<file path="src/logic/extmem_beat_pkg.sv">
//----------------------------------------------------------
// Beat sequencing types shared by sequencer and data path
//----------------------------------------------------------

package extmem_beat_pkg;

  // State names give the beat still owed after the current one.
  // The last beat of every transfer runs in ST_FIRST
  typedef enum logic [2:0] {
    ST_FIRST  = 3'b000,               // Idle or final beat
    ST_W8_B1  = 3'b001,               // Word on 8-bit, byte 1 next
    ST_W8_B2  = 3'b011,               // Word on 8-bit, byte 2 next
    ST_W8_B3  = 3'b010,               // Word on 8-bit, byte 3 next
    ST_W16_HI = 3'b100,               // Word on 16-bit, upper half next
    ST_H8_B1  = 3'b101                // Halfword on 8-bit, odd byte next
  } beat_state_e;

  //----------------------------------------------------------
  // Byte index within the AHB word
  //----------------------------------------------------------
  typedef logic [1:0] lane_sel_t;

endpackage

</file>
<file path="src/logic/extmem_cfg_pkg.sv">
//----------------------------------------------------------
// External memory bridge configuration types
// Address width default, memory width and bus data words
//----------------------------------------------------------

package extmem_cfg_pkg;

  //----------------------------------------------------------
  // Address space
  //----------------------------------------------------------
  parameter int ADDR_W_DEFAULT = 16;  // 64 KB external memory

  //----------------------------------------------------------
  // Memory data path width, static strap
  //----------------------------------------------------------
  typedef enum logic {
    MEM_8  = 1'b0,                    // Byte wide memory
    MEM_16 = 1'b1                     // Halfword wide memory
  } mem_width_e;

  //----------------------------------------------------------
  // Bus and memory words
  //----------------------------------------------------------
  typedef logic [1:0]  xfer_size_t;   // Low two bits of HSIZE
  typedef logic [15:0] mem_data_t;    // One memory word
  typedef logic [31:0] ahb_data_t;    // One AHB data word

endpackage
</file>
<file path="src/logic/beat_if.sv">
//----------------------------------------------------------
// Beat control bundle
// Sequencer state and lane selects toward the data path
//----------------------------------------------------------
`timescale 1ns/1ps

interface beat_if;
  import extmem_cfg_pkg::*;
  import extmem_beat_pkg::*;

  beat_state_e state;                 // Current sequencer state
  lane_sel_t   lower_sel;             // AHB byte on memory bits 7:0
  lane_sel_t   upper_sel;             // AHB byte on memory bits 15:8
  logic        active;                // Data phase in progress
  logic        write;                 // Data phase direction
  xfer_size_t  size;                  // Data phase size

  //----------------------------------------------------------
  // Sequencer drives, data path listens
  //----------------------------------------------------------
  modport seq (
    output state, lower_sel, upper_sel, active, write, size
  );

  modport dp (
    input  state, lower_sel, upper_sel, active, write, size
  );

endinterface

</file>
<file path="src/logic/ahb_extmem_bridge.sv">
//----------------------------------------------------------
// AHB-Lite to narrow external memory bridge
// Sequencer and lane data path joined by a beat bundle
//----------------------------------------------------------
`timescale 1ns/1ps

module ahb_extmem_bridge #(
  parameter int ADDR_W = extmem_cfg_pkg::ADDR_W_DEFAULT
) (
  input  logic                       HCLK,
  input  logic                       HRESETn,
  // AHB-Lite slave side
  input  logic                       i_hsel,
  input  logic [ADDR_W-1:0]          i_haddr,
  input  logic [1:0]                 i_htrans,
  input  extmem_cfg_pkg::xfer_size_t i_hsize,
  input  logic                       i_hwrite,
  input  extmem_cfg_pkg::ahb_data_t  i_hwdata,
  input  logic                       i_hready,
  output logic                       o_hreadyout,
  output extmem_cfg_pkg::ahb_data_t  o_hrdata,
  // Configuration
  input  extmem_cfg_pkg::mem_width_e i_mem_width,  // Held static
  // External memory side
  output logic [ADDR_W-1:0]          o_addr,
  output extmem_cfg_pkg::mem_data_t  o_dataout,
  output logic                       o_rd_req,
  output logic                       o_wr_req,
  output logic [1:0]                 o_byte_mask,
  input  extmem_cfg_pkg::mem_data_t  i_datain,
  input  logic                       i_done
);

  beat_if u_beat_if ();               // Sequencer to data path

  beat_sequencer #(.ADDR_W(ADDR_W)) u_beat_sequencer (
    .HCLK, .HRESETn, .i_hsel, .i_haddr, .i_htrans, .i_hsize,
    .i_hwrite, .i_hready, .i_mem_width, .i_done,
    .o_addr, .o_rd_req, .o_wr_req, .o_byte_mask, .o_hreadyout,
    .bus (u_beat_if.seq)
  );

  lane_datapath u_lane_datapath (
    .HCLK, .HRESETn, .i_hwdata, .i_datain, .i_done, .i_mem_width,
    .o_dataout, .o_hrdata,
    .bus (u_beat_if.dp)
  );

endmodule

</file>
<file path="src/logic/lane_datapath.sv">
//----------------------------------------------------------
// Lane data path for the external memory bridge
// Routes write bytes onto memory lanes and gathers read
// bytes into the AHB read word
//----------------------------------------------------------
`timescale 1ns/1ps

module lane_datapath (
  input  logic                       HCLK,
  input  logic                       HRESETn,
  input  extmem_cfg_pkg::ahb_data_t  i_hwdata,     // AHB write data
  input  extmem_cfg_pkg::mem_data_t  i_datain,     // Memory read data
  input  logic                       i_done,       // Beat complete pulse
  input  extmem_cfg_pkg::mem_width_e i_mem_width,  // Static memory width
  output extmem_cfg_pkg::mem_data_t  o_dataout,    // Memory write data
  output extmem_cfg_pkg::ahb_data_t  o_hrdata,     // AHB read data
  beat_if.dp                         bus           // From sequencer
);
  import extmem_cfg_pkg::*;
  import extmem_beat_pkg::*;

  mem_data_t  lanes;                  // Routed write bytes
  logic       rd_capture;             // Read beat completing
  logic [7:0] rd_buf0;                // AHB byte 0
  logic [7:0] rd_buf1;                // AHB byte 1
  logic [7:0] rd_buf2;                // AHB byte 2

  //----------------------------------------------------------
  // Write routing
  //----------------------------------------------------------
  assign lanes[7:0]  = i_hwdata[8*bus.lower_sel +: 8];
  assign lanes[15:8] = i_hwdata[8*bus.upper_sel +: 8];

  always_ff @(posedge HCLK or negedge HRESETn)
  begin
    if (!HRESETn)
      o_dataout <= '0;
    else if (bus.active)
      o_dataout <= lanes;             // HWDATA valid only in data phase
  end

  //----------------------------------------------------------
  // Read buffering
  //----------------------------------------------------------
  assign rd_capture = bus.active & ~bus.write & i_done;

  always_ff @(posedge HCLK)
  begin
    if (rd_capture)
    begin
      if (bus.lower_sel == 2'b00)
        rd_buf0 <= i_datain[7:0];     // First beat of an aligned access
      if (bus.state == ST_W16_HI)
        rd_buf1 <= i_datain[15:8];    // Lower half of word on 16-bit
      else if (bus.state == ST_W8_B2)
        rd_buf1 <= i_datain[7:0];
      if ((bus.state == ST_H8_B1) || (bus.state == ST_W8_B3))
        rd_buf2 <= i_datain[7:0];     // Byte 2, or byte 0 of a low half
    end
  end

  // Last beat comes straight from the memory
  always_comb
  begin
    if (i_mem_width == MEM_8)
    begin
      case (bus.size)
        2'b00:   o_hrdata = {4{i_datain[7:0]}};
        2'b01:   o_hrdata = {i_datain[7:0], rd_buf2, i_datain[7:0], rd_buf0};
        default: o_hrdata = {i_datain[7:0], rd_buf2, rd_buf1, rd_buf0};
      endcase
    end
    else
    begin
      if (bus.size[1])
        o_hrdata = {i_datain, rd_buf1, rd_buf0};  // Word in two halves
      else
        o_hrdata = {2{i_datain}};     // Byte or half on both halves
    end
  end

  // Memory completes beats only for requests the bridge issued
  a_done_active: assert property (@(posedge HCLK) disable iff (!HRESETn)
    i_done |-> bus.active);

endmodule

</file>
<file path="src/logic/beat_sequencer.sv">
//----------------------------------------------------------
// Beat sequencer for the AHB to external memory bridge
// Splits each AHB transfer into byte or halfword beats,
// drives memory address, requests and mask, and holds
// HREADYOUT low until the last beat completes
//----------------------------------------------------------
`timescale 1ns/1ps

module beat_sequencer #(
  parameter int ADDR_W = 16
) (
  input  logic                       HCLK,
  input  logic                       HRESETn,
  input  logic                       i_hsel,       // Slave select
  input  logic [ADDR_W-1:0]          i_haddr,      // Address phase address
  input  logic [1:0]                 i_htrans,     // Transfer type
  input  extmem_cfg_pkg::xfer_size_t i_hsize,      // Transfer size
  input  logic                       i_hwrite,     // Direction
  input  logic                       i_hready,     // Bus ready
  input  extmem_cfg_pkg::mem_width_e i_mem_width,  // Static memory width
  input  logic                       i_done,       // Beat complete pulse
  output logic [ADDR_W-1:0]          o_addr,       // Memory byte address
  output logic                       o_rd_req,     // Read request
  output logic                       o_wr_req,     // Write request
  output logic [1:0]                 o_byte_mask,  // Memory lane enables
  output logic                       o_hreadyout,  // Bus stall control
  beat_if.seq                        bus           // Toward data path
);
  import extmem_cfg_pkg::*;
  import extmem_beat_pkg::*;

  //----------------------------------------------------------
  // Data phase capture
  //----------------------------------------------------------
  logic trans_valid;                  // Accepted address phase
  logic reg_active;
  logic reg_write;
  xfer_size_t reg_size;

  // Beat state and its next value
  beat_state_e state_q, state_d;
  logic [1:0] addr_low_q, addr_low_d;                 // Byte within word
  logic [ADDR_W-3:0] addr_high_q, addr_high_d;        // Word address
  lane_sel_t lower_sel_q, lower_sel_d;
  lane_sel_t upper_sel_q, upper_sel_d;
  logic [1:0] byte_mask_q, byte_mask_d;
  logic rd_req_q, wr_req_q;           // Last cycle requests
  logic rd_req, wr_req;

  assign trans_valid = i_hsel & i_hready & i_htrans[1];  // NONSEQ or SEQ

  always_ff @(posedge HCLK or negedge HRESETn)
  begin
    if (!HRESETn)
    begin
      reg_active <= 1'b0;
      reg_write  <= 1'b0;
      reg_size   <= 2'b00;
    end
    else if (i_hready)
    begin
      reg_active <= trans_valid;      // Bus only advances with HREADY
      reg_write  <= i_hwrite;
      reg_size   <= i_hsize;
    end
  end

  //----------------------------------------------------------
  // Beat state machine
  //----------------------------------------------------------
  always_comb
  begin
    state_d     = state_q;            // Hold everything between beats
    addr_low_d  = addr_low_q;
    addr_high_d = addr_high_q;
    lower_sel_d = lower_sel_q;
    upper_sel_d = upper_sel_q;
    byte_mask_d = byte_mask_q;
    rd_req      = ~reg_write;         // Mid transfer requests stay up
    wr_req      = reg_write;
    case (state_q)
      ST_FIRST:
      begin
        if (trans_valid)
        begin
          addr_low_d  = i_haddr[1:0];
          addr_high_d = i_haddr[ADDR_W-1:2];
          rd_req      = ~i_hwrite;    // Request rises with address phase
          wr_req      = i_hwrite;
          if (i_mem_width == MEM_8)
          begin
            lower_sel_d = i_haddr[1:0];  // Addressed byte first
            upper_sel_d = 2'b01;         // Upper lane idle
            byte_mask_d = 2'b01;
            case (i_hsize)
              2'b00:   state_d = ST_FIRST;   // Single beat
              2'b01:   state_d = ST_H8_B1;   // Two beats
              default: state_d = ST_W8_B1;   // Four beats
            endcase
          end
          else
          begin
            lower_sel_d = {i_haddr[1], 1'b0};  // Even byte of half
            upper_sel_d = {i_haddr[1], 1'b1};  // Odd byte of half
            if (i_hsize == 2'b00)
              byte_mask_d = {i_haddr[0], ~i_haddr[0]};  // One lane only
            else
              byte_mask_d = 2'b11;
            if (i_hsize[1])
              state_d = ST_W16_HI;    // Word needs two halves
          end
        end
        else
        begin
          rd_req = rd_req_q & ~i_done;  // Last beat closes the request
          wr_req = wr_req_q & ~i_done;
        end
      end
      ST_W16_HI:
      begin
        if (i_done)
        begin
          state_d     = ST_FIRST;
          addr_low_d  = 2'b10;        // Upper halfword
          lower_sel_d = 2'b10;
          upper_sel_d = 2'b11;
        end
      end
      ST_W8_B1:
      begin
        if (i_done)
        begin
          state_d     = ST_W8_B2;
          addr_low_d  = 2'b01;
          lower_sel_d = 2'b01;
        end
      end
      ST_W8_B2:
      begin
        if (i_done)
        begin
          state_d     = ST_W8_B3;
          addr_low_d  = 2'b10;
          lower_sel_d = 2'b10;
        end
      end
      ST_W8_B3:
      begin
        if (i_done)
        begin
          state_d     = ST_FIRST;
          addr_low_d  = 2'b11;
          lower_sel_d = 2'b11;
        end
      end
      ST_H8_B1:
      begin
        if (i_done)
        begin
          state_d     = ST_FIRST;
          addr_low_d  = {addr_low_q[1], 1'b1};  // Odd byte of the half
          lower_sel_d = {addr_low_q[1], 1'b1};
        end
      end
      default: state_d = ST_FIRST;   // Recover from unused codes
    endcase
  end

  always_ff @(posedge HCLK or negedge HRESETn)
  begin
    if (!HRESETn)
    begin
      state_q     <= ST_FIRST;
      addr_low_q  <= 2'b00;
      addr_high_q <= '0;
      lower_sel_q <= 2'b00;
      upper_sel_q <= 2'b00;
      byte_mask_q <= 2'b00;
      rd_req_q    <= 1'b0;
      wr_req_q    <= 1'b0;
    end
    else
    begin
      state_q     <= state_d;
      addr_low_q  <= addr_low_d;
      addr_high_q <= addr_high_d;
      lower_sel_q <= lower_sel_d;
      upper_sel_q <= upper_sel_d;
      byte_mask_q <= byte_mask_d;
      rd_req_q    <= rd_req;
      wr_req_q    <= wr_req;
    end
  end

  //----------------------------------------------------------
  // Outputs
  //----------------------------------------------------------
  assign o_addr      = {addr_high_q, addr_low_q};
  assign o_byte_mask = byte_mask_q;   // Stable across the whole beat
  assign o_rd_req    = rd_req;
  assign o_wr_req    = wr_req;
  assign o_hreadyout = ~reg_active | ((state_q == ST_FIRST) & i_done);

  assign bus.state     = state_q;
  assign bus.lower_sel = lower_sel_q;
  assign bus.upper_sel = upper_sel_q;
  assign bus.active    = reg_active;
  assign bus.write     = reg_write;
  assign bus.size      = reg_size;

  // A request drops only in the cycle that closes a beat
  a_req_drop_done: assert property (@(posedge HCLK) disable iff (!HRESETn)
    ($fell(o_rd_req) || $fell(o_wr_req)) |-> i_done);

  // Bus stays stalled while beats remain
  a_ready_mid_xfer: assert property (@(posedge HCLK) disable iff (!HRESETn)
    (state_q != ST_FIRST) |-> !o_hreadyout);

endmodule

</file>
<file path="config.mk">
export PLATFORM = sky130hd
export DESIGN_NAME = ahb_extmem_bridge
export DESIGN_NICKNAME = d
export VERILOG_FILES = /design/src/logic/extmem_beat_pkg.sv /design/src/logic/extmem_cfg_pkg.sv /design/src/logic/beat_if.sv /design/src/logic/ahb_extmem_bridge.sv /design/src/logic/lane_datapath.sv /design/src/logic/beat_sequencer.sv
export SDC_FILE = /design/constraint.sdc
export NUM_CORES = 1
export LEC_CHECK = 0
export BUFFER_PORTS_ARGS = -buffer_cell sky130_fd_sc_hd__buf_2
export CORE_MARGIN = 5
export CORE_UTILIZATION = 45
export DETAILED_ROUTE_END_ITERATION = 10
export PLACE_DENSITY_LB_ADDON = 0.25
export REMOVE_ABC_BUFFERS = 1
export SLEW_MARGIN = 20
export SYNTH_ARGS = -nofsm -noshare
export SYNTH_HDL_FRONTEND = slang
export SYNTH_SLANG_ARGS = --single-unit
</file>
<file path="constraint.sdc">
create_clock -name HCLK -period 6.5 [get_ports HCLK]
set_clock_uncertainty 0.2 [all_clocks]
set_input_delay 0.325 -clock HCLK [delete_from_list [all_inputs] [get_ports HCLK]]
set_output_delay 0.325 -clock HCLK [all_outputs]
set_load 0.05 [all_outputs]
</file>
==> flow_summary.toml <==
[run_status]
status = "complete, no violations"

[worst_setup_path]
path_class = "reg -> reg"
r2r_start = "u_beat_sequencer.bus.active$_DFFE_PN0P_"
crit_path_max_incr_delay_ns = 0.87
rr_worst_depth = 3
crit_family = "flip-flops"
ff2ff_setup_slack_ns = 3.84
path_buf_inv = 1
cp.required_ns = 6.26
cp_cell_sequence = "inv_1 -> or3_1 -> a21oi_1"
cp_max_fo = 18
end_kind = "flop"
cp.arrival_ns = 2.42
r2r-end = "u_lane_datapath.rd_buf2[1]$_DFFE_PP_"
cp-start-kind = "flop"
critical-path-slowest-cell = "dfrtp_1"

[min_path]
hold_depth = 1
min-delay-start = "i_datain[4]"
min_to = "u_lane_datapath.rd_buf0[4]$_DFFE_PP_"
hold_class = "in -> reg"

[yosys]
synth-seq-cells = 71
synth-edff-count = 24
synthAdderAreaFrac_pct = 0
ys.flop_type = "dfrtp_1"
syn-cell-area_mm2 = 0.00365
synth_top_family_by_area = "multiplexers"
synth_mux_area_share_pct = 29.9
ys_types = 38
yosys.area.top_type_share_pct = 32.2
yosys-top-cells-count = "59 x mux2_2, 48 x nand2_1, 47 x dfrtp_1, 24 x edfxtp_1, 16 x mux4_2"
synth_top_cell_by_area = "dfrtp_1"
synth_most_common_cell = "mux2_2"
synth_compound_area_share_pct = 4.49
syn_avg_cell_area_um2 = 13.0
synthArstFlopShare_pct = 66.2
yosys_warnings = 0
yosysSeqAreaShare_pct = 52.0
synthCells = 281
synthSimpleGateAreaFrac_pct = 10.6
yosys-top-cells-area = "dfrtp_1 32%, edfxtp_1 20%, mux2_2 18%"
synth_xor_area_share_pct = 0

[placed_design]
gp_congestion = 0.755
io_buffers = 142
place_inst = 509
dp_hpwl_um = 6480

[timing]
hold_violations = 0
finalSetupTns_ns = 0
max-slew-margin-rel_pct = 39.8
worst_pin_slew_ns = 0.900
period_needed_ns = 2.66
fmax_mhz = 376
fin_crit_sh_pct = 40.9
timing.final.max_slew_violations = 0
hold_slack_ns = 0.0262
setup_viol = 0
rsz0062_at_grt = "false"

[die]
die_x_um = 100
start_util_pct = 46.7
fp.dieH_um = 100
coreArea_mm2 = 0.00781
die_area_mm2 = 0.0100
pin_count = 144
rows = 32

[clock_network]
clock-sinks = 71
cts_tree = "built"
max-clock-path-buffers = 2
path_clk_slew_ns = 0.08
cts_resized = 0
cts_buffers = 9
clk_latency_ns = 0.34
htreeDepth = 3
cts-root-buf = "clkbuf_8"

[cells_and_area]
register_area_mm2 = 0.00190
layout-drive-gt1-share_pct = 55.5
fin_cells = 540
multi_input_area_mm2 = 0.00165
final_util_pct = 61.0
synthToLayoutAreaGrowth_pct = 30.6
n_antenna_cell = 0
nets = 508
fill_cells = 629

[global_routing]
grt_usage_pct = 18.3
antenna_found_initial = 0
grt_pass1_vias = 2961
grt_max_degree = 48
grt_pass1_wl_um = 14500
overflow = 0

[power_and_ir_drop]
peakVddDrop_mv = 0.310
p_per_area_mw_per_mm2 = 441
p_leak_nw = 2.16

[routing]
ant_nets = 0
wl_per_cell_um = 16.9
drcViolationCount = 0
routed_via_density = 5.29
drtIter0Drc = 94
wl_um = 9140
firstDrtPassIters = 4
num_vias = 2856

[run]
cap_violations = 0
-- registers in the layout (all words and copies together) (netlist names), 3 cells and up --
name                          count
u_lane_datapath.o_dataout        16
u_beat_sequencer.addr_high_q     14
u_lane_datapath.rd_buf0           8
u_lane_datapath.rd_buf1           8
u_lane_datapath.rd_buf2           8
u_beat_sequencer.bus.state        3
-- per-layer routing --
| metal | part of all wire (%) | up-vias | track usage (%) | routed length [um] |
|---|---|---|---|---|
| li1 | - | 1344 | - | - |
| met1 | 41 | 1403 | 23.5 | 3740 |
| met2 | 51 | 100 | 30.8 | 4620 |
| met3 | 7.7 | 9 | 4.86 | 700 |
| met4 | 0.90 | 0 | 5.18 | 82 |
| met5 | 0 | - | 0 | 0 |
-- placed cells by master (no fill, tap or decap), drive strengths merged, types with 3 or more instances in the layout --
| master | instances |
|---|---|
| clkbuf | 11 |
| dfrtp | 47 |
| nand2 | 49 |
| inv | 4 |
| o21ai | 7 |
| mux2 | 62 |
| edfxtp | 24 |
| nor2 | 12 |
| a21oi | 11 |
| buf | 143 |
| nand3 | 5 |
| mux4 | 16 |
| dlygate4sd3 | 15 |
| nand2b | 4 |
| clkinv | 3 |
-- through the flow --
| stage | power, mW | area [um^2] | worst slack (ns) |
|---|---|---|---|
| 2_1_floorplan | 1.48 | 3550 | 3.78 |
| 3_3_place_gp | 1.72 | 4400 | 3.80 |
| 3_5_place_dp | 1.74 | 4400 | 3.85 |
| 4_1_cts | 2.11 | 4750 | 3.83 |
| 5_1_grt | 2.21 | 4770 | 3.65 |
| 6_report | 2.10 | 4770 | 3.84 |
-- how the worst max path moves through the flow --
stage / end / cells after the start / slack, ns / from
CTS: u_lane_datapath.rd_buf1[1]$_DFFE_PP_ / 3 / 3.83 / u_beat_sequencer.bus.state[2]$_DFFE_PN0P_
finish: u_lane_datapath.rd_buf2[1]$_DFFE_PP_ / 3 / 3.84 / u_beat_sequencer.bus.active$_DFFE_PN0P_
detailed placement: u_lane_datapath.rd_buf2[0]$_DFFE_PP_ / 3 / 3.85 / u_beat_sequencer.bus.active$_DFFE_PN0P_
floorplan: o_wr_req / 2 / 3.78 / u_beat_sequencer.bus.state[2]$_DFFE_PN0P_
global placement: u_lane_datapath.rd_buf1[5]$_DFFE_PP_ / 3 / 3.80 / u_beat_sequencer.bus.state[2]$_DFFE_PN0P_
global route: u_lane_datapath.rd_buf1[0]$_DFFE_PP_ / 3 / 3.65 / u_beat_sequencer.bus.state[2]$_DFFE_PN0P_
-- layout make-up --
type | instances | area share, %
well taps | 102 | 2.68
flip-flops and latches | 71 | 39.8
clock buffers | 11 | 3.20
multi-input cells | 189 | 34.5
repair buffers | 158 | 18.3
inverters | 4 | 0.315
clock inverters | 5 | 1.18
-- repair_timing --
| item | in CTS | in global routing |
|---|---|---|
| hold buffers | 14 | 1 |
| hold endpoints to repair | 14 | 47 |
| setup buffers | 0 | 0 |
-- worst reg2reg max path, stage by stage (launching register included) --
cell	delay (ns)
dfrtp_1	0.87
inv_1	0.10
or3_1	0.40
a21oi_1	0.72
-- power by group --
part	switching, mW	internal (mW)	total, mW
Clock	0.165	0.200	0.365
Sequential	0.131	0.596	0.726
Combinational	0.683	0.328	1.01
-- cell families (layout without fill, tap and decap cells) --
logic type	after synthesis	count (layout)
mux	80	80
buf+inv	21	178
simple gates	83	83
compound gates	26	26
flops	71	71
No activity file was read; power rests on OpenSTA's default activity.
